`src/hdl/ngp_video_defs.svh`:
```
////////////////////////////////////////
// timing constants and memory map for
// the handheld console video subsystem.
////////////////////////////////////////
`ifndef NGP_VIDEO_DEFS_SVH
`define NGP_VIDEO_DEFS_SVH

`define NGP_HTOTAL_LAST 514   // last tick of a line, so a line is 515 ticks.
`define NGP_HBSTART     14    // horizontal blanking starts here.
`define NGP_HBEND       49    // and ends here, 35 ticks later.
`define NGP_HS_START    22    // horizontal sync rises, line events happen here too.
`define NGP_HS_END      26    // horizontal sync falls.

`define NGP_VLAST       198   // last line, so a frame is 199 lines.
`define NGP_VBSTART     151   // vertical blanking starts after this line.
`define NGP_VS_START    180   // vertical sync rises after this line.
`define NGP_VS_END      183   // vertical sync falls after this line.
`define NGP_HIRQ_LAST   149   // horizontal interrupts stop after this line.

`define NGP_VIS_W       160   // visible pixels per line.
`define NGP_VIS_H       152   // visible lines per frame.

`define NGP_MAP_BASE    0     // word base of the 32x32 tile map.
`define NGP_PAT_BASE    2048  // word base of the tile patterns, 8 words per tile.
`define NGP_PAL_SEL_BIT 12    // cpu address bit that selects the palette.

`endif

```
`src/hdl/ngp_timing_pkg.sv`:
```
////////////////////////////////////////
// types for pixel coordinates, colour
// and the video timer state.
////////////////////////////////////////
`default_nettype none

package ngp_timing_pkg;

    typedef logic [8:0] hpos_t;   // pixel column, counts past the visible width.
    typedef logic [7:0] vpos_t;   // line number within a frame.

    typedef logic [9:0] hcnt_t;   // horizontal tick counter, 515 ticks per line.
    typedef logic [2:0] phase_t;  // one-hot phase of the divide-by-three.

    // 4 bits per primary, red in the top nibble.
    typedef struct packed {
        logic [3:0] r;            // red level.
        logic [3:0] g;            // green level.
        logic [3:0] b;            // blue level.
    } color_t;

endpackage

`default_nettype wire

```
`src/hdl/ngp_vram_pkg.sv`:
```
////////////////////////////////////////
// types for video memory words, map
// entries, pattern rows and pixel indices.
////////////////////////////////////////
`default_nettype none

package ngp_vram_pkg;

    typedef logic [11:0] vram_addr_t;  // word address into the 4096-word memory.

    // one tile map entry, tile number in the low byte.
    typedef struct packed {
        logic [1:0] spare;             // unused by the plane.
        logic       vflip;             // mirror the tile top to bottom.
        logic       hflip;             // mirror the tile left to right.
        logic [3:0] pal;               // palette number for the whole tile.
        logic [7:0] tile;              // pattern number, 0 to 255.
    } map_entry_t;

    // eight 2-bit pixels, element 7 is the leftmost pixel.
    typedef logic [7:0][1:0] pat_row_t;

    // the memory does not know what it holds.
    // the plane decodes a word as a map entry or as a pattern row,
    // depending on which fetch slot it was read in.
    typedef union packed {
        map_entry_t map;               // view used for map fetches.
        pat_row_t   pat;               // view used for pattern fetches.
    } vram_word_t;

    // palette lookup index, 4 colours per palette.
    typedef struct packed {
        logic [3:0] pal;               // palette number from the map entry.
        logic [1:0] pix;               // pixel value from the pattern.
    } pal_index_t;

endpackage

`default_nettype wire

```
`src/hdl/ngp_timing_if.sv`:
```
////////////////////////////////////////
// timing bus from the video timer to
// the scroll plane and the palette.
////////////////////////////////////////
`timescale 1ns/1ps
`default_nettype none

interface ngp_timing_if ();
    import ngp_timing_pkg::*;

    logic  pxl_cen;   // one-clock pixel enable.
    hpos_t hdump;     // current pixel column, valid at pxl_cen.
    vpos_t vdump;     // current line, steps at horizontal sync start.
    logic  lhbl;      // low during horizontal blanking.
    logic  lvbl;      // low during vertical blanking.

    modport timer (
        output pxl_cen,
        output hdump,
        output vdump,
        output lhbl,
        output lvbl
    );

    modport sink (
        input pxl_cen,
        input hdump,
        input vdump,
        input lhbl,
        input lvbl
    );

endinterface

`default_nettype wire

```
`src/hdl/ngp_scroll_plane.sv`:
```
////////////////////////////////////////
// scroll plane with map and pattern fetch
// sequencer and an 8-pixel shifter.
////////////////////////////////////////
`timescale 1ns/1ps
`default_nettype none
`include "ngp_video_defs.svh"

module ngp_scroll_plane (
    input  wire logic                     clk,
    input  wire logic                     reset,
    ngp_timing_if.sink                    tim,
    output logic                          rd_en,
    output ngp_vram_pkg::vram_addr_t      rd_addr,
    input  wire ngp_vram_pkg::vram_word_t rd_data,
    output ngp_vram_pkg::pal_index_t      pxl_out
);
    import ngp_timing_pkg::*;
    import ngp_vram_pkg::*;

    vpos_t      line_q;     // line the fetches are made for.
    logic       prefetch;   // past the visible width, fetch column 0 of the next line.
    logic [4:0] col;        // tile column for the map fetch.
    logic [2:0] fine;       // pattern row within the tile.
    logic       map_rd;     // map fetch slot, first pixel of a group.
    logic       pat_rd;     // pattern fetch slot, second pixel of a group.
    logic       map_pend;   // map entry arrives this cycle.
    logic       pat_pend;   // pattern row arrives this cycle.
    map_entry_t map_q;      // entry of the tile being fetched.
    pat_row_t   pat_flip;   // incoming row in mirrored order.
    pat_row_t   next_row;   // row waiting for the next group.
    logic [3:0] next_pal;   // its palette number.
    pat_row_t   cur_row;    // shifter, leftmost pixel in element 7.
    logic [3:0] cur_pal;    // palette of the group on screen.

    assign prefetch = tim.hdump > `NGP_VIS_W;
    assign col      = prefetch ? 5'd0 : tim.hdump[7:3] + 5'd1;  // always one tile ahead.
    assign fine     = map_q.vflip ? ~line_q[2:0] : line_q[2:0];
    assign map_rd   = tim.pxl_cen && (tim.hdump[2:0] == 3'd0);
    assign pat_rd   = tim.pxl_cen && (tim.hdump[2:0] == 3'd1);
    assign rd_en    = map_rd | pat_rd;

    // map is 32 words per tile row, patterns are 8 words per tile.
    assign rd_addr = map_rd ? vram_addr_t'(`NGP_MAP_BASE + {line_q[7:3], col})
                            : vram_addr_t'(`NGP_PAT_BASE + {map_q.tile, fine});

    always_comb begin
        for (int i = 0; i < 8; i++) begin
            pat_flip[i] = rd_data.pat[7-i];  // swap left and right pixels.
        end
    end

    always_ff @(posedge clk) begin
        if (reset) begin
            line_q   <= '0;
            map_pend <= 1'b0;
            pat_pend <= 1'b0;
        end else begin
            map_pend <= map_rd;
            pat_pend <= pat_rd;
            // vdump has already stepped by now and stays put until the line ends.
            if (tim.pxl_cen && tim.hdump == `NGP_VIS_W + 1) line_q <= tim.vdump;
        end
    end

    always_ff @(posedge clk) begin
        if (map_pend) map_q <= rd_data.map;  // same word, seen as a map entry.
        if (pat_pend) begin
            next_row <= map_q.hflip ? pat_flip : rd_data.pat;
            next_pal <= map_q.pal;
        end
    end

    always_ff @(posedge clk) begin
        if (tim.pxl_cen) begin
            if (tim.hdump[2:0] == 3'd0) begin
                cur_row <= next_row;                  // start of a new group.
                cur_pal <= next_pal;
            end else begin
                cur_row <= {cur_row[6:0], 2'b00};     // next pixel moves to the top.
            end
        end
    end

    assign pxl_out = {cur_pal, cur_row[7]};

endmodule

`default_nettype wire

```
`src/flat_wrapper.sv`:
```
// flat-port wrapper written by rule: the top's interface ports become plain ports
module ngp_scroll_plane_flat import ngp_timing_pkg::*; import ngp_vram_pkg::*;
  (clk, reset, rd_en, rd_addr, rd_data, pxl_out, tim_pxl_cen, tim_hdump, tim_vdump, tim_lhbl, tim_lvbl);
  ngp_timing_if tim_i ();
  input  wire logic clk;
  input  wire logic reset;
  output logic rd_en;
  output ngp_vram_pkg::vram_addr_t rd_addr;
  input  wire ngp_vram_pkg::vram_word_t rd_data;
  output ngp_vram_pkg::pal_index_t pxl_out;
  input wire logic [$bits(tim_i.pxl_cen)-1:0] tim_pxl_cen;
  input wire logic [$bits(tim_i.hdump)-1:0] tim_hdump;
  input wire logic [$bits(tim_i.vdump)-1:0] tim_vdump;
  input wire logic [$bits(tim_i.lhbl)-1:0] tim_lhbl;
  input wire logic [$bits(tim_i.lvbl)-1:0] tim_lvbl;
  assign tim_i.pxl_cen = tim_pxl_cen;
  assign tim_i.hdump = tim_hdump;
  assign tim_i.vdump = tim_vdump;
  assign tim_i.lhbl = tim_lhbl;
  assign tim_i.lvbl = tim_lvbl;
  ngp_scroll_plane u_core (.clk(clk), .reset(reset), .tim(tim_i), .rd_en(rd_en), .rd_addr(rd_addr), .rd_data(rd_data), .pxl_out(pxl_out));
endmodule
```
`config.mk`:
```
export PLATFORM = sky130hd
export DESIGN_NAME = ngp_scroll_plane_flat
export DESIGN_NICKNAME = d
export VERILOG_FILES = /design/src/hdl/ngp_timing_pkg.sv /design/src/hdl/ngp_vram_pkg.sv /design/src/hdl/ngp_timing_if.sv /design/src/hdl/ngp_scroll_plane.sv /design/src/flat_wrapper.sv
export VERILOG_INCLUDE_DIRS = /design/src /design/src/hdl
export SDC_FILE = /design/constraint.sdc
export NUM_CORES = 1
export LEC_CHECK = 0
export BUFFER_PORTS_ARGS = -buffer_cell sky130_fd_sc_hd__buf_4
export CELL_PAD_IN_SITES_DETAIL_PLACEMENT = 1
export CELL_PAD_IN_SITES_GLOBAL_PLACEMENT = 1
export CORE_MARGIN = 2
export CORE_UTILIZATION = 44
export DETAILED_ROUTE_END_ITERATION = 10
export PLACE_DENSITY_LB_ADDON = 0.1
export RECOVER_POWER = 25
export SYNTH_ARGS = -nofsm -noshare
export SYNTH_HDL_FRONTEND = slang
export SYNTH_SLANG_ARGS = --single-unit
```
`constraint.sdc`:
```
create_clock -name clk -period 2.2 [get_ports clk]
set_clock_uncertainty 0.05 [all_clocks]
set_input_delay 0.44 -clock clk [delete_from_list [all_inputs] [get_ports clk]]
set_output_delay 0.44 -clock clk [all_outputs]
set_load 0.01 [all_outputs]
```
Yosys cells after proc, flatten, opt, wreduce, memory -nomap -nowiden. Index checks and enable logic that the tools add are counted.

$add $sub $neg: 2. Order comparisons: 1. Equality and inequality tests: 2. Multiplexer cells: 5. Bitwise gates (word level): 2. Reductions and logical operators: 5.

Operator list (count): $mux W16 (2); $add A12 B11 Y12 const A (1); $mux W12 (1); $eq A9 B8 Y1 const B (1); $gt A9 B8 Y1 const B (1); $add A5 B1 Y5 const B (1); $mux W5 (1); $eq A3 B1 Y1 const B (1); $logic_and A1 B1 Y1 (3); $logic_not A3 Y1 (1); $mux W3 (1); $not A3 Y3 (1); $reduce_and A2 Y1 (1); $or A1 B1 Y1 (1).

Register bits after elaboration: 64. Output and inout bits: 19. Logic and storage cells: 42.

Longest topological paths before layout.
Word-level depth: 4. Gate-level depth with buffers: 5. Mapped depth without buffers: 4.

Worst setup path before layout. Ideal clock, no wire load.

Kind: input -> output. Start point: input port tim_hdump[2]. End point: output port rd_addr[2]. Arrival: 1525 ps. Path slack: 185 ps. Stages: 5. Buffers on the path: 1. Path through: or4b_1 clkbuf_1 clkinv_2 nand2_1 o22ai_1.

Word-level cells in the longest chain between the ends: 3. Elaborated cells on any way between the ends: 5. Those cells by class: order compare (1); mux (2); reduce/logical (2).

Ends and longest elaborated chain: start, declared (line flat_wrapper.sv:12) `input wire logic [$bits(tim_i.hdump)-1:0] tim_hdump;`; $logic_not A3 Y1 (line ngp_scroll_plane.sv:39) `assign map_rd = tim.pxl_cen && (tim.hdump[2:0] == 3'd0);`; $logic_and A1 B1 Y1 (line ngp_scroll_plane.sv:39); named net u_core.map_rd (line ngp_scroll_plane.sv:25) `logic map_rd;`; $mux W12 (line ngp_scroll_plane.sv:44) `` assign rd_addr = map_rd ? vram_addr_t'(`NGP_MAP_BASE + {line_q[7:3], col}) ``; end, declared (line flat_wrapper.sv:8) `output ngp_vram_pkg::vram_addr_t rd_addr;`.

The timed path passes the listed nets, and every way through them passes these cells.

Worst setup path in the final report.
Start point: input port tim_hdump[2]. End point: output port rd_addr[10].

Word-level cells in the longest chain between the ends: 3.

Ends and longest elaborated chain (line): $logic_not A3 Y1 (ngp_scroll_plane.sv:39); $logic_and A1 B1 Y1 (ngp_scroll_plane.sv:39); $mux W12 (ngp_scroll_plane.sv:44).

Every way passes these cells.

==> parameters.txt <==
Parameter                              Value

Worst hold path
  Hold depth ... 1
  End of the worst hold path ... u_core.map_q[12]$_DFFE_PP_
  Startpoint of the lowest-slack hold path ... rd_data[12]
  Type of the worst min-delay path ... input pin to register

Clock network
  Clock tree sinks ... 64
  Max clock buf depth ... 2
  Inserted Clock Buffers ... 9
  Clock tree from TritonCTS ... yes
  Clock edge transition at the registers on the reported setup and hold paths ... 0.07 ns
  H-tree Lvls ... 3
  Root cell of the clock tree ... sky130_fd_sc_hd__clkbuf_8
  Post-CTS Hold Fix Bufs ... 0
  Clock insertion delay at the later pin of the skew report ... ~0.32 ns
  Post-CTS setup-driven buffer insertion count ... 0
  Post_cts resized ... 1

Floorplan
  Starting density of the core ... 0.457
  Die outline width ... between 80 and 90 µm
  Chip Height ... 82.6 µm
  Placeable core region ... just under 6000 µm²
  Cell row count ... 28
  DIE AREA ... approximately 6800 µm²
  Number of primary I/O pins ... 57

Worst setup path
  Slowest cell delay on critical path ... just under 0.6 ns
  Flop2flop setup slack ... ~0.69 ns
  Top delay family on crit path ... simple AND/OR/NAND/NOR gates
  Cell occurring most often along the worst timing path ... sky130_fd_sc_hd__buf_4
  Required time at the worst-slack endpoint ... 1.71 ns
  Largest fanout on the critical path ... 7
  Reg2Reg Capture Point ... u_core.next_row[5]$_DFFE_PP_
  Buffers plus inverters on the worst setup path ... 3
  Arrival @ worst endpoint ... 1.62 ns
  Sequence of cells on the critical path ... buf_4 > or4b_4 > buf_4 > and2_1 > buf_4
  Worst Setup Path Type ... input pin to primary output
  Startpoint of the worst register-to-register path ... u_core.map_q[12]$_DFFE_PP_
  Slowest CP cell ... sky130_fd_sc_hd__or4b_4
  Critical path capture point type ... primary output
  Number of cells on the worst reg-to-reg path ... 1
  Kind of launch point of the worst setup path ... input pin

Yosys
  Share of Yosys cell area claimed by the top area cell type ... 0.596
  Portion of netlist area occupied by mux cells ... 0.124
  Yosys top cell by area ... sky130_fd_sc_hd__edfxtp_1
  Sequential element share of the synthesized area ... 0.670
  Top cells by area in the synthesized netlist ... sky130_fd_sc_hd__edfxtp_1 60%, sky130_fd_sc_hd__mux2_2 12%, sky130_fd_sc_hd__dfxtp_1 7.4%
  Number of distinct library cell variants in the gate-level netlist after synthesis ... 33
  Syn_nets ... around 220
  Number of cells produced by synthesis ... 183
  Number of warnings reported in the yosys synthesis log ... 0
  Xor/xnor share of the synthesized area ... 0.0193
  Post-synth design cell area ... 2720 µm²
  Share of the synthesized area in compound gates (AO/OA/AOI/OAI) ... 0.0561
  Largest family of logic cells by synthesized area ... multiplexers
  Area share of fa/ha/maj cells after synthesis ... 0.00460
  Post-synthesis register bit count ... 64
  Average cell area after synthesis ... between 10 and 15 µm²
  Synthesized-area fraction occupied by and/or/nand/nor cells ... 0.0925

Pwr
  P_int ... around 2.0 mW
  Pwr per Cell Area ... 734 nW/µm²
  Clock network fraction of design power ... 0.378
  Power share of the sequential group ... 0.549
  Static leakage ... roughly 1.2 nW
  Combinational group share of total power ... 0.072
  Power dissipated by switching net loads ... a little over 0.5 mW
  Share of total power consumed by net switching ... 0.208
  VDD IR-drop max ... ~510 µV

Timing
  Hold violation total from the final report ... 0
  Share of the clock period used by the worst path ... 0.959
  Transition time at the pin with the least slew margin ... slightly above 0.7 ns
  Setup repair after global routing missed its margin ... no
  Sum of negative setup slack ... 0 ns
  Total of endpoints with negative setup slack in the final report ... 0
  Final Max Tran Viols ... 0
  Upper clock frequency limit ... between 400 and 500 MHz
  Final min period ... between 2 and 2.5 ns
  Worst-case hold slack ... 0.303 ns
  Worst-case headroom to the max-slew limit ... 0.524

Global route
  Initial antenna violation count ... 0
  Number of global-route vias before repair ... 1736
  Maximum number of pins on one net before global-route repair ... 21
  All-Layer GR Usage ... 0.173
  First-pass GRT wire length ... ~8.5 mm
  Overflow after GRT ... 0

Final layout
  Commonest cells after routing, fill and taps aside ... 54 x sky130_fd_sc_hd__edfxtp_1, 52 x sky130_fd_sc_hd__buf_4, 30 x sky130_fd_sc_hd__mux2_2
  Utilization after layout ... 0.565
  Number of nets in the finished design ... 288
  Final-layout fill cell count ... roughly 620
  Area used by multi-input combinational logic ... ~810 µm²
  Ratio of cells with drive above 1 in the final layout ... 0.390
  Commonest non-fill, non-tap cell in the layout ... sky130_fd_sc_hd__edfxtp_1
  Area delta synth->final ... 23.7%
  Sequential cell area in the final layout ... roughly 1800 µm²
  Number of diodes added for antenna fixing ... 0

Detailed routing
  Vias per cell ... 5.26
  Final routed DRC violation total ... 0
  Routed len/inst ... between 15 and 20 µm
  Detailed-route via count ... 1729
  Number of nets with antenna violations after detailed routing ... 0
  Number of DRC violations after detailed-routing iteration 0 ... 48
  Detailed-route wire length ... 5.66 mm
  Pre-Repair DR Iteration Count ... 4

Run
  Max capacitance violation total ... 0

Place
  Global placement routability congestion ... 0.735
  Detailed placement HPWL ... around 4.2 mm
  # port buffers ... 54

Status
  Result of the run ... complete, no violations
## cells in the mapped netlist
cell                              instances
sky130_fd_sc_hd__edfxtp_1                54
sky130_fd_sc_hd__mux2_2                  30
sky130_fd_sc_hd__nand2_1                 20
sky130_fd_sc_hd__o31ai_1                 11
sky130_fd_sc_hd__dfxtp_1                 10
sky130_fd_sc_hd__a21oi_1                  9
sky130_fd_sc_hd__nand4_1                  8
sky130_fd_sc_hd__buf_2                    4
sky130_fd_sc_hd__xor2_1                   4
sky130_fd_sc_hd__and2_1                   3
sky130_fd_sc_hd__buf_4                    3
sky130_fd_sc_hd__clkbuf_1                 2
sky130_fd_sc_hd__nand3_1                  2
sky130_fd_sc_hd__nor2_1                   2
sky130_fd_sc_hd__o22ai_1                  2
sky130_fd_sc_hd__xnor2_1                  2
sky130_fd_sc_hd__a22oi_1                  1
sky130_fd_sc_hd__and2_0                   1
sky130_fd_sc_hd__buf_6                    1
sky130_fd_sc_hd__clkdlybuf4s18_1          1
sky130_fd_sc_hd__clkdlybuf4s25_2          1
sky130_fd_sc_hd__clkinv_2                 1
sky130_fd_sc_hd__ha_1                     1
sky130_fd_sc_hd__inv_1                    1
sky130_fd_sc_hd__nand2_2                  1
sky130_fd_sc_hd__nor3_2                   1
sky130_fd_sc_hd__nor3b_1                  1
sky130_fd_sc_hd__nor4_4                   1
sky130_fd_sc_hd__nor4bb_1                 1
sky130_fd_sc_hd__o21ai_0                  1
sky130_fd_sc_hd__or4_1                    1
sky130_fd_sc_hd__or4b_1                   1
sky130_fd_sc_hd__or4bb_1                  1
## cell families (layout without fill, tap and decap cells)
group | Yosys count | in the layout
muxes | 30 | 30
and+or+nand+nor | 44 | 44
AOI/OAI and AO/OA | 24 | 24
xor gates and xnor gates | 6 | 6
DFF | 64 | 64
buffers and inverters | 14 | 85
adders and majority gates | 1 | 1
## power groups by stage
stage	registers (mW)	clock network (mW)	logic, mW
after floorplan	1.38	0	0.0826
after global placement	1.38	0	0.181
after detailed placement	1.38	0	0.191
after CTS	1.36	0.950	0.193
after global routing	1.36	1.00	0.197
final	1.36	0.935	0.179
## flip-flops by register name, indices dropped and copies added, names as in the netlist
name / flops
u_core.next_row: 16
u_core.cur_row: 14
u_core.map_q: 14
u_core.line_q: 8
u_core.cur_pal: 4
u_core.next_pal: 4
u_core.pxl_out: 2
u_core.map_pend: 1
u_core.pat_pend: 1
## worst max-delay path by stage
| stage | from | endpoint | cells after the start |
|---|---|---|---|
| 2_1_floorplan | tim_hdump[2] | rd_addr[2] | 5 |
| 3_3_place_gp | tim_hdump[2] | rd_addr[10] | 5 |
| 3_5_place_dp | tim_hdump[2] | rd_addr[8] | 7 |
| 4_1_cts | tim_hdump[2] | rd_addr[8] | 7 |
| 5_1_grt | tim_pxl_cen | rd_addr[8] | 7 |
| 6_report | tim_hdump[2] | rd_addr[10] | 5 |
## metrics by stage
stage               total power [mW]  cell area [µm²]  instances  setup slack (ns)
floorplan                       1.46             2720        183             0.185
global placement                1.56             3230        313           -0.0293
detailed placement              1.57             3230        313           -0.0344
CTS                             2.50             3420        329            0.0796
global route                    2.56             3360        329            0.0282
finish                          2.47             3360        329            0.0891
## routing by layer
layer | track usage | share of wire | up-vias
met3 | 0.0391 | 0.043 | 7
li1 | - | - | 832
met5 | 0 | 0 | -
met2 | 0.298 | 0.53 | 45
met4 | 0.0672 | 0.011 | 0
met1 | 0.211 | 0.42 | 845
## layout make-up
type / instances / share of cell area
Multi-Input combinational cell: 105 / 0.241
Tap cell: 75 / 0.0279
Clock buffer: 12 / 0.0402
Timing Repair Buffer: 67 / 0.133
Inverter: 2 / 0.00260
Clock inverter: 4 / 0.0138
Sequential cell: 64 / 0.542
No activity file was read; power rests on OpenSTA's default activity.
