File: src/hdl/ngp_video_defs.svh
////////////////////////////////////////
// timing constants and memory map for
// the handheld console video subsystem.
////////////////////////////////////////
`ifndef NGP_VIDEO_DEFS_SVH
`define NGP_VIDEO_DEFS_SVH

`define NGP_HTOTAL_LAST 514   // last tick of a line, so a line is 515 ticks.
`define NGP_HBSTART     14    // horizontal blanking starts here.
`define NGP_HBEND       49    // and ends here, 35 ticks later.
`define NGP_HS_START    22    // horizontal sync rises, line events happen here too.
`define NGP_HS_END      26    // horizontal sync falls.

`define NGP_VLAST       198   // last line, so a frame is 199 lines.
`define NGP_VBSTART     151   // vertical blanking starts after this line.
`define NGP_VS_START    180   // vertical sync rises after this line.
`define NGP_VS_END      183   // vertical sync falls after this line.
`define NGP_HIRQ_LAST   149   // horizontal interrupts stop after this line.

`define NGP_VIS_W       160   // visible pixels per line.
`define NGP_VIS_H       152   // visible lines per frame.

`define NGP_MAP_BASE    0     // word base of the 32x32 tile map.
`define NGP_PAT_BASE    2048  // word base of the tile patterns, 8 words per tile.
`define NGP_PAL_SEL_BIT 12    // cpu address bit that selects the palette.

`endif

File: src/hdl/ngp_timing_pkg.sv
////////////////////////////////////////
// types for pixel coordinates, colour
// and the video timer state.
////////////////////////////////////////
`default_nettype none

package ngp_timing_pkg;

    typedef logic [8:0] hpos_t;   // pixel column, counts past the visible width.
    typedef logic [7:0] vpos_t;   // line number within a frame.

    typedef logic [9:0] hcnt_t;   // horizontal tick counter, 515 ticks per line.
    typedef logic [2:0] phase_t;  // one-hot phase of the divide-by-three.

    // 4 bits per primary, red in the top nibble.
    typedef struct packed {
        logic [3:0] r;            // red level.
        logic [3:0] g;            // green level.
        logic [3:0] b;            // blue level.
    } color_t;

endpackage

`default_nettype wire

File: src/hdl/ngp_timing_if.sv
////////////////////////////////////////
// timing bus from the video timer to
// the scroll plane and the palette.
////////////////////////////////////////
`timescale 1ns/1ps
`default_nettype none

interface ngp_timing_if ();
    import ngp_timing_pkg::*;

    logic  pxl_cen;   // one-clock pixel enable.
    hpos_t hdump;     // current pixel column, valid at pxl_cen.
    vpos_t vdump;     // current line, steps at horizontal sync start.
    logic  lhbl;      // low during horizontal blanking.
    logic  lvbl;      // low during vertical blanking.

    modport timer (
        output pxl_cen,
        output hdump,
        output vdump,
        output lhbl,
        output lvbl
    );

    modport sink (
        input pxl_cen,
        input hdump,
        input vdump,
        input lhbl,
        input lvbl
    );

endinterface

`default_nettype wire

File: src/hdl/ngp_vtimer.sv
////////////////////////////////////////
// video timer with tick and line counters,
// pixel enable, blanking, sync and irqs.
////////////////////////////////////////
`timescale 1ns/1ps
`default_nettype none
`include "ngp_video_defs.svh"

module ngp_vtimer (
    input  wire logic   clk,
    input  wire logic   reset,
    input  wire logic   video_cen,   // one tick of the video clock.
    input  wire logic   hint_en,     // horizontal interrupt enable, plain level.
    input  wire logic   vint_en,     // vertical interrupt enable, plain level.
    ngp_timing_if.timer tim,
    output logic        HS,
    output logic        VS,
    output logic        hirq,
    output logic        virq
);
    import ngp_timing_pkg::*;

    hcnt_t  hcnt;      // tick within the line, 0 to 514.
    phase_t three;     // rotates once per tick, pixel on bit 2.
    vpos_t  vrender;   // line being rendered, one ahead of vdump.

    always_ff @(posedge clk) begin
        if (reset) begin
            hcnt        <= '0;
            three       <= 3'b001;
            vrender     <= '0;
            tim.pxl_cen <= 1'b0;
            tim.hdump   <= '0;
            tim.vdump   <= '0;
            tim.lhbl    <= 1'b1;
            tim.lvbl    <= 1'b1;
            HS          <= 1'b0;
            VS          <= 1'b0;
            hirq        <= 1'b0;
            virq        <= 1'b0;
        end else begin
            tim.pxl_cen <= video_cen & three[2];  // a pixel every third tick.
            if (video_cen) begin
                three <= {three[1:0], three[2]};
                if (hcnt == 10'd6) begin          // both interrupts drop early in the line.
                    hirq <= 1'b0;
                    virq <= 1'b0;
                end
                if (hcnt == `NGP_HBSTART) tim.lhbl <= 1'b0;
                if (hcnt == `NGP_HBEND) tim.lhbl <= 1'b1;
                if (hcnt == `NGP_HTOTAL_LAST) begin
                    hcnt        <= '0;
                    three       <= 3'b001;        // the phase restarts with every line.
                    tim.hdump   <= '0;
                    tim.pxl_cen <= 1'b1;          // column 0 gets its own strobe.
                end else begin
                    hcnt <= hcnt + 10'd1;
                    if (three[2]) tim.hdump <= tim.hdump + 9'd1;
                end
                if (hcnt == `NGP_HS_END) HS <= 1'b0;
                if (hcnt == `NGP_HS_START) begin
                    HS        <= 1'b1;
                    vrender   <= (vrender == `NGP_VLAST) ? 8'd0 : vrender + 8'd1;
                    tim.vdump <= vrender;
                    // the line checks below look at vdump before it steps.
                    virq <= vint_en && (tim.vdump == `NGP_VBSTART);
                    hirq <= hint_en && (tim.vdump <= `NGP_HIRQ_LAST ||
                                        tim.vdump == `NGP_VLAST);
                    if (tim.vdump == `NGP_VBSTART) begin
                        tim.lvbl <= 1'b0;
                    end else if (tim.vdump == `NGP_VLAST) begin
                        tim.lvbl <= 1'b1;         // blanking ends as line 0 comes up.
                    end
                    if (tim.vdump == `NGP_VS_START) begin
                        VS <= 1'b1;
                    end else if (tim.vdump == `NGP_VS_END) begin
                        VS <= 1'b0;
                    end
                end
            end
        end
    end

endmodule

`default_nettype wire

File: src/flat_wrapper.sv
// flat-port wrapper written by rule: the top's interface ports become plain ports
module ngp_vtimer_flat import ngp_timing_pkg::*;
  (clk, reset, video_cen, hint_en, vint_en, HS, VS, hirq, virq, tim_pxl_cen, tim_hdump, tim_vdump, tim_lhbl, tim_lvbl);
  ngp_timing_if tim_i ();
  input  wire logic clk;
  input  wire logic reset;
  input  wire logic video_cen;
  input  wire logic hint_en;
  input  wire logic vint_en;
  output logic HS;
  output logic VS;
  output logic hirq;
  output logic virq;
  output wire logic [$bits(tim_i.pxl_cen)-1:0] tim_pxl_cen;
  output wire logic [$bits(tim_i.hdump)-1:0] tim_hdump;
  output wire logic [$bits(tim_i.vdump)-1:0] tim_vdump;
  output wire logic [$bits(tim_i.lhbl)-1:0] tim_lhbl;
  output wire logic [$bits(tim_i.lvbl)-1:0] tim_lvbl;
  assign tim_pxl_cen = tim_i.pxl_cen;
  assign tim_hdump = tim_i.hdump;
  assign tim_vdump = tim_i.vdump;
  assign tim_lhbl = tim_i.lhbl;
  assign tim_lvbl = tim_i.lvbl;
  ngp_vtimer u_core (.clk(clk), .reset(reset), .video_cen(video_cen), .hint_en(hint_en), .vint_en(vint_en), .tim(tim_i), .HS(HS), .VS(VS), .hirq(hirq), .virq(virq));
endmodule
File: config.mk
export PLATFORM = sky130hd
export DESIGN_NAME = ngp_vtimer_flat
export DESIGN_NICKNAME = d
export VERILOG_FILES = /design/src/hdl/ngp_timing_pkg.sv /design/src/hdl/ngp_timing_if.sv /design/src/hdl/ngp_vtimer.sv /design/src/flat_wrapper.sv
export VERILOG_INCLUDE_DIRS = /design/src /design/src/hdl
export SDC_FILE = /design/constraint.sdc
export NUM_CORES = 1
export LEC_CHECK = 0
export ABC_AREA = 1
export BUFFER_PORTS_ARGS = -buffer_cell sky130_fd_sc_hd__buf_2
export CAP_MARGIN = 15
export CORE_MARGIN = 3
export CORE_UTILIZATION = 37
export DETAILED_ROUTE_END_ITERATION = 10
export GPL_ROUTABILITY_DRIVEN = 0
export PLACE_DENSITY_LB_ADDON = 0.25
export SYNTH_ARGS = -nofsm -noshare
export SYNTH_HDL_FRONTEND = slang
export SYNTH_SLANG_ARGS = --single-unit
File: constraint.sdc
create_clock -name clk -period 2.48 [get_ports clk]
set_clock_uncertainty 0.2 [all_clocks]
set_input_delay 0.124 -clock clk [delete_from_list [all_inputs] [get_ports clk]]
set_output_delay 0.124 -clock clk [all_outputs]
set_load 0.005 [all_outputs]
== Word level (Yosys, flattened, before mapping) ==
Index checks and enable logic that the tools add are counted.

* Word-level logic and storage cells: 62
* Register bits after elaboration: 45
* Bits of input ports: 5
* Output and inout bits: 24

* Bitwise operators: 1
* $add $sub $neg: 3
* Multiplexer cells: 18
* Reductions and logical operators: 16
* Equal/unequal tests: 11
* $lt $le $gt $ge: 1

{| class="wikitable"
|+ Operators with widths
! cell !! number
|-
| $eq 8x8->1 const B || 5
|-
| $eq 10x5->1 const B || 2
|-
| $mux 9 || 2
|-
| $mux 1 || 13
|-
| $reduce_bool 2->1 || 6
|-
| $add 10x1->10 const B || 1
|-
| $eq 10x10->1 const B || 1
|-
| $eq 10x3->1 const B || 1
|-
| $eq 10x4->1 const B || 1
|-
| $eq 10x6->1 const B || 1
|-
| $mux 10 || 1
|-
| $reduce_and 2->1 || 5
|-
| $add 9x1->9 const B || 1
|-
| $add 8x1->8 const B || 1
|-
| $le 8x8->1 const B || 1
|-
| $mux 8 || 1
|-
| $reduce_and 3->1 || 2
|-
| $mux 3 || 1
|-
| $logic_and 1x1->1 || 2
|-
| $and 1x1->1 || 1
|-
| $logic_or 1x1->1 || 1
|}

== Depth between registers and ports, before layout ==
Gate-level depths: netlist (run 1).

* Depth after elaboration: 4
* Depth in mapped cells: 10
* Mapped depth without buffers: 9

== Worst setup path after synthesis (run 1) ==
No wires, ideal clock.

* Path kind: reg2reg
* Start: reg u_core.hcnt[0]
* End: reg u_core.tim.lvbl
* Setup slack: 852 ps
* Data required time: 2158 ps
* Cell stages (with the launch flop): 11
* Arrival: 1307 ps
* Setup time: 122 ps
* Period minus slack after synthesis: 1628 ps
* Cells stage by stage: dfxtp_1 > inv_1 > ha_1 > nand2_1 > nor2_4 > nand2_4 > nor2_8 > buf_8 > nand3_1 > nand2_1 > nand2_1

* Word-level cells in the longest chain between the ends: 2

{| class="wikitable"
|+ RTL lines
! what !! line !! source
|-
| from (decl) || ngp_vtimer.sv:23 || <nowiki>hcnt_t hcnt;</nowiki>
|-
| from (signal assigned) || ngp_vtimer.sv:57 || <nowiki>hcnt <= hcnt + 10'd1;</nowiki>
|-
| $eq 10x5->1 (no line) || n/a ||
|-
| $reduce_and 3->1 (no line) || n/a ||
|-
| to (signal assigned) || ngp_vtimer.sv:36 || <nowiki>tim.lvbl <= 1'b1;</nowiki>
|-
| to (signal assigned) || ngp_vtimer.sv:70 || <nowiki>tim.lvbl <= 1'b0;</nowiki>
|-
| to (signal assigned) || ngp_vtimer.sv:72 || <nowiki>tim.lvbl <= 1'b1;</nowiki>
|-
| to (decl) || ngp_timing_if.sv:22 || <nowiki>output lvbl</nowiki>
|}

Every way passes these cells.
A chain may end at the register's enable or synchronous reset.

== Worst setup path after layout (run 1) ==
* Start: reg u_core.hcnt[0]
* End: reg u_core.tim.vdump[7]

* Word-level cells in the longest chain between the ends: 2

{| class="wikitable"
|+ RTL lines
! what !! line !! source
|-
| $eq 10x5->1 (no line) || n/a ||
|-
| $reduce_and 2->1 (no line) || n/a ||
|-
| to (signal assigned) || ngp_vtimer.sv:64 || <nowiki>tim.vdump <= vrender;</nowiki>
|-
| to (decl) || ngp_timing_if.sv:20 || <nowiki>output vdump,</nowiki>
|}

Every way passes these cells.

==> impl_metrics.toml, run 1 <==
[status]
status = "finished, final reports clean"

[global_routing]
grtUsageTotal = 0.149
gr-total-overflow = 0
grt_pass1_wl_um = 8980
grt_pass1_vias = 1983
grt_antenna_before_repair = 0
grt_max_degree = 28

[critical_path]
critPathTopFamily = "simple AND/OR/NAND/NOR gates"
cp-end-kind = "flip-flop"
worstPathMaxFanout = 20
cp_num_buf_inv = 2
rr_worst_depth = 7
arrival_ps = 2000
cp-start-kind = "flip-flop"
crit_type = "flip-flop to flip-flop"
reg2reg_setup_slack_ps = 510
reg2reg_to = "u_core.tim.vdump[7]$_SDFFE_PP0P_"
slowest_delay_ps = 370
critPathSlowestCell = "dfxtp_1"
r2r-start = "u_core.hcnt[0]$_SDFFE_PP0P_"
cp.required_ps = 2510
path_cells = "inv_1 > ha_1 > nand2_1 > nor2_4 > nand3_2 > buf_4 > a21oi_1"

[detailed_routing]
viasPerCell = 4.81
dr.pass1.iters = 4
vias = 2197
drt_iter0_drc = 80
ant_nets = 0
wl_per_cell_um = 11.2
drc = 0
finalWirelength_um = 5100

[floorplanning]
die_height_um = 86.1
die_x_um = 86.1
io-pin-count = 29
fp.coreArea_um2 = 6060
rows = 28
die_area_um2 = 7420
initial_core_util = 0.392

[power]
switching_share = 0.229
p_comb_frac = 0.044
power.share.clock = 0.347
p_int_uw = 934
switchingPower_uw = 277
seqPwrFrac = 0.609
leakage_nw = 1.17
peakVddDrop_mv = 0.211
p_per_area_nw_per_um2 = 450

[synth]
synth_common_cells = "83 x nand2_1, 45 x dfxtp_1, 42 x inv_1, 41 x nor2_1, 35 x nand3_1"
postSynthCellCount = 350
seq_area_frac_synth = 0.379
synth-seq-cells = 45
yosysTopAreaCell = "dfxtp_1"
synthTopCellsByArea = "dfxtp_1 38%, nand2_1 13%, nand3_1 7.4%, a21oi_1 6.7%, inv_1 6.6%"
synth_edf_count = 0
synth.top_cell.area_share = 0.379
synth-async-reset-ratio = 0
yosysMostFrequentCell = "nand2_1"
syn_avg_cell_area_um2 = 6.79
synth_top_flop_cell = "dfxtp_1"
synthDistinctLibCells = 31
synth_nets = 361
ys.warnings.count = 0
synth_area_um2 = 2370

[clock_tree]
clkTransAtPathRegs_ps = 80
clkLatencyLatePin_ps = 300
cts-buffers-inserted = 5
cts_buffer_depth = 2
cts_sinks = 45
htreeDepth = 2
cts_root_buffer = "clkbuf_8"
cts_tree = "done"

[cells_and_area]
antenna-diode-count = 0
fin_area_um2 = 2690
drive_gt1_frac = 0.144
synthToLayoutAreaGrowth_pct = 13.4
final_nets = 394

[sta]
worst_pin_slew_ps = 363
min_period_ps = 1970
rsz0062_at_grt = "no"
slew_headroom = 0.751
final-max-slew-violation-count = 0
finalCritPeriodShare = 0.796
finalSetupViolCount = 0
hold_viol = 0
fmax_mhz = 507
fin_setup_tns_ps = 0

[place]
place_area_um2 = 2580
hpwlAfterDp_um = 3690
port_buffers = 28

[worst_hold_path]
whs_path_depth = 3
min_to = "u_core.tim.lvbl$_SDFFE_PP1P_"
min_path_type = "primary input to flip-flop"
min-delay-start = "reset"

[run]
max_cap_viol_count = 0
cells in the final DEF, fill, tap and decap left out, types with 6 or more instances in the layout:
cell type	netlist	layout
a21oi_1	32	32
buf_2	2	28
dfxtp_1	45	45
ha_1	6	6
inv_1	42	42
nand2_1	83	83
nand3_1	35	34
nand4_1	7	7
nor2_1	41	41
o21ai_0	13	13
xor2_1	6	6
layer usage:
metal	vias up	track usage	wire length, um
met5	-	0	0
met4	0	0.0432	59
met3	5	0.0375	241
met1	970	0.188	2530
li1	1184	-	-
met2	38	0.249	2280
cell type report:
cell class	instances	area, um2
Tap cell	75	93.8
Sequential cell	45	901
Clock inverter	1	5.00
Inverter	47	176
Clock buffer	5	68.8
Fill cell	662	3370
Timing Repair Buffer	34	193
Multi-Input combinational cell	250	1250
through the flow:
step                total power [mW]  worst slack (ps)  hold WS, ps   util  std cells
finish                          1.21               506         27.5  0.444        457
global route                    1.27               317         94.3  0.444        457
CTS                             1.23               232         42.8  0.443        457
detailed placement             0.805               252          220  0.426        448
global placement               0.804               338          217  0.426        448
floorplan                      0.789               852         87.4      -        350
registers in the layout, summed over array words and instances, names as in the netlist, 3 cells and up:
name	flops
u_core.three	3
u_core.tim.hdump	9
u_core.tim.vdump	8
u_core.hcnt	10
u_core.vrender	8
power groups by stage:
stage	clock [mW]	combinational (mW)	sequential [mW]
global route	0.465	0.0616	0.739
floorplan	0	0.0359	0.753
CTS	0.441	0.0541	0.737
detailed placement	0	0.0503	0.755
finish	0.421	0.0530	0.738
global placement	0	0.0503	0.754
worst min-delay path: cells and delay by family:
kind          cells  cell delay [ps]
buf+inv           2              260
simple gates      1              110
cells by family (layout without fill, tap and decap cells):
group                    count (synthesis)  in the layout  share of synthesized area
adder cells (fa/ha/maj)                  6              6                     0.0316
AO/OA/AOI/OAI                           53             53                      0.120
AND/OR/NAND/NOR                        184            184                      0.349
flip-flops                              45             45                      0.379
buffers and inverters                   55             87                     0.0943
XOR/XNOR                                 7              7                     0.0258
worst max path at each step:
stage / start / end / slack [ps] / cells past startpoint
floorplan: u_core.hcnt[0]$_SDFFE_PP0P_ / u_core.tim.lvbl$_SDFFE_PP1P_ / 850 / 10
global placement: u_core.hcnt[0]$_SDFFE_PP0P_ / u_core.tim.vdump[5]$_SDFFE_PP0P_ / 340 / 7
detailed placement: u_core.hcnt[0]$_SDFFE_PP0P_ / u_core.tim.vdump[1]$_SDFFE_PP0P_ / 250 / 7
CTS: u_core.hcnt[0]$_SDFFE_PP0P_ / u_core.tim.vdump[1]$_SDFFE_PP0P_ / 230 / 7
global route: u_core.hcnt[0]$_SDFFE_PP0P_ / u_core.tim.vdump[6]$_SDFFE_PP0P_ / 320 / 7
finish: u_core.hcnt[0]$_SDFFE_PP0P_ / u_core.tim.vdump[7]$_SDFFE_PP0P_ / 510 / 7
what timing repair did:
| action | in CTS | in global routing |
|---|---|---|
| endpoints found under the hold margin | 5 | 0 |
| hold buffers | 3 | 0 |
| endpoints found under the setup margin | 0 | 2 |
| gates resized for setup | 0 | 1 |
| buffers inserted | 0 | 0 |
Note: power is estimated with default switching activity, not from simulation.
==> run 2: changes to the inputs <==
--- a/config.mk
+++ b/config.mk
@@ -6,7 +6,7 @@
 export SDC_FILE = /design/constraint.sdc
 export NUM_CORES = 1
 export LEC_CHECK = 0
-export ABC_AREA = 1
+export ABC_AREA = 0
 export BUFFER_PORTS_ARGS = -buffer_cell sky130_fd_sc_hd__buf_2
 export CAP_MARGIN = 15
 export CORE_MARGIN = 3
==> constraint.sdc (replaced) <==
create_clock -name clk -period 1.65 [get_ports clk]
set_clock_uncertainty 0.2 [all_clocks]
set_input_delay 0.0825 -clock clk [delete_from_list [all_inputs] [get_ports clk]]
set_output_delay 0.0825 -clock clk [all_outputs]
set_load 0.005 [all_outputs]
==> impl_metrics.toml, run 2 <==
[cells_and_area]
fin_util = 0.621
final_nets = 364
final_cell_mix = "49 x buf_4, 40 x dfxtp_1, 28 x buf_2, 26 x nand2_1"
fill_cells = 469
drive_gt1_frac = 0.462
fin_area_um2 = 3480
final_common_cell = "buf_4"
regMostFlops = "u_core.hcnt"
regArea_um2 = 907
multi_input_area_um2 = 1500
largestRegisters = "u_core.hcnt: 10 flops, u_core.tim.hdump: 9 flops"
synthToLayoutAreaGrowth_pct = 59.9
largest_reg_flops = 10
antenna-diode-count = 0

[synth]
ys.warnings.count = 0
yosysTopAreaCell = "dfxtp_1"
synth.top_cell.area_share = 0.414
synth-seq-cells = 45
syn_avg_cell_area_um2 = 8.47
seq_area_frac_synth = 0.414
synth_common_cells = "45 x dfxtp_1, 29 x nand2_1, 28 x nor2_1, 15 x a21oi_1, 13 x inv_1"
synth_top_flop_cell = "dfxtp_1"
synth_edf_count = 0
synthDistinctLibCells = 49
synth_nets = 268
synth_area_um2 = 2180
yosysMostFrequentCell = "dfxtp_1"
synth-async-reset-ratio = 0
postSynthCellCount = 257
synthTopCellsByArea = "dfxtp_1 41%, nand2_1 5.0%, nor2_1 4.8%, xor2_1 3.6%, a21oi_1 3.4%"

[global_routing]
grt_antenna_before_repair = 0
grt_pass1_wl_um = 10300
gr-usage-met3 = 0.0390
grt_pass1_vias = 2141
grt-busiest-layer = "met2"
met1_usage = 0.228
gr-total-overflow = 0
grt.met2_usage = 0.358
grtUsageTotal = 0.195
grt_max_degree = 21

[power]
leakage_nw = 1.42
peakVddDrop_mv = 0.452
p_comb_frac = 0.114
finalPower_mw = 2.05
p_per_area_nw_per_um2 = 589
p_int_mw = 1.56
seqPwrFrac = 0.542
switchingPower_uw = 492
switching_share = 0.240
power.share.clock = 0.344

[floorplanning]
die_height_um = 82.7
fp.coreArea_um2 = 5610
die_area_um2 = 6840
io-pin-count = 29
initial_core_util = 0.388
rows = 27
die_x_um = 82.7

[worst_hold_path]
min_path_type = "primary input to flip-flop"
min-delay-start = "video_cen"
min_to = "u_core.hcnt[1]$_SDFFE_PP0P_"
whs_path_depth = 4

[sta]
setup_slack_ps = -491
finalSetupViolCount = 44
hold_viol = 0
fin_setup_tns_ps = -12110
finalCritPeriodShare = 1.30
min_period_ps = 2140
final-max-slew-violation-count = 0
fmax_mhz = 467
slew_headroom = 0.762
rsz0062_at_grt = "yes"
worst_pin_slew_ps = 353

[detailed_routing]
drc = 0
viasPerCell = 5.36
dr.pass1.iters = 4
drt_iter0_drc = 105
wl_per_cell_um = 15.8
finalWirelength_um = 6710
vias = 2280
ant_nets = 0

[critical_path]
r2r-start = "u_core.hcnt[9]$_SDFFE_PP0P_"
cp-start-kind = "flip-flop"
arrival_ps = 2170
cp-end-kind = "flip-flop"
rr_worst_depth = 4
crit_top_cell = "or4b_4"
path_cells = "or4b_4 > or3_4 > or4b_4 > a2bb2oi_2"
cp.required_ps = 1680
crit_type = "flip-flop to flip-flop"
crit_cells = 4
critPathSlowestCell = "or4b_4"
reg2reg_to = "u_core.tim.lvbl$_SDFFE_PP1P_"
critPathTopFamily = "simple AND/OR/NAND/NOR gates"
reg2reg_setup_slack_ps = -490
cp_num_buf_inv = 0
slowest_delay_ps = 530
worstPathMaxFanout = 4

[clock_tree]
htreeDepth = 2
cts_root_buffer = "clkbuf_8"
cts_sinks = 45
cts-buffers-inserted = 5
clkTransAtPathRegs_ps = 80
clkLatencyLatePin_ps = 290
cts_tree = "done"
cts_buffer_depth = 2

[run]
max_cap_viol_count = 0

[place]
place_area_um2 = 2770
place_ws_ps = -536
port_buffers = 28
hpwlAfterDp_um = 4130

[status]
status = "finished, violations left"
violations = "setup timing"
[run 2: worst max-delay path by stage]
stage / startpoint / end / slack, ps
2_1_floorplan: u_core.hcnt[8]$_SDFFE_PP0P_ / u_core.tim.lvbl$_SDFFE_PP1P_ / -570
3_3_place_gp: u_core.hcnt[9]$_SDFFE_PP0P_ / u_core.tim.lvbl$_SDFFE_PP1P_ / -480
3_5_place_dp: u_core.hcnt[9]$_SDFFE_PP0P_ / u_core.tim.lvbl$_SDFFE_PP1P_ / -540
4_1_cts: u_core.hcnt[9]$_SDFFE_PP0P_ / u_core.tim.lvbl$_SDFFE_PP1P_ / -510
5_1_grt: u_core.hcnt[9]$_SDFFE_PP0P_ / u_core.VS$_SDFFE_PP0P_ / -540
6_report: u_core.hcnt[9]$_SDFFE_PP0P_ / u_core.tim.lvbl$_SDFFE_PP1P_ / -490
[run 2: cell families (layout without fill, tap and decap cells)]
group                    Yosys count  after routing  synth area share
buffers and inverters             28            124            0.0557
adder cells (fa/ha/maj)            6              6            0.0345
AO/OA/AOI/OAI                     42             42             0.134
XOR/XNOR                          16             16            0.0644
flip-flops                        45             45             0.414
multiplexers                       5              5            0.0236
AND/OR/NAND/NOR                  115            115             0.274
[run 2: stage by stage]
step | std cells | hold slack, ps
4_1_cts | 419 | 78.4
3_5_place_dp | 398 | 139
6_report | 425 | 111
5_1_grt | 425 | 133
2_1_floorplan | 257 | 27.1
3_3_place_gp | 398 | 130
[run 2: worst reg2reg max path: stages (launching register included)]
cell and delay [ps]:
dfxtp_2 320, or4b_4 530, or3_4 410, or4b_4 500
a2bb2oi_2 120
[run 2: area by class of cell]
| cell class | count | area share |
|---|---|---|
| well taps | 72 | 0.0259 |
| flip-flops and latches | 45 | 0.261 |
| multi-input cells | 184 | 0.430 |
| repair buffers | 104 | 0.244 |
| clock buffers | 7 | 0.0248 |
| inverters | 13 | 0.0140 |
[run 2: power groups by stage]
stage | clock network [mW] | logic, mW | registers (mW)
after floorplan | 0 | 0.0692 | 1.13
after global placement | 0 | 0.133 | 1.13
after detailed placement | 0 | 0.135 | 1.13
after CTS | 0.719 | 0.201 | 1.11
after global routing | 0.769 | 0.253 | 1.11
final | 0.706 | 0.233 | 1.11
[run 2: per-layer routing]
layer  part of all wire  up-vias
met2               0.55       48
met5                  0        -
li1                   -     1113
met4              0.011        0
met3              0.031        6
met1               0.41     1113
[run 2: what timing repair did]
item | in CTS | in global routing
hold buffers | 4 | 0
hold endpoints to repair | 6 | 0
buffers inserted | 10 | 9
cloned | 0 | 2
setup endpoints to repair | 44 | 44
pin swaps | 21 | 31
resized for setup | 56 | 42
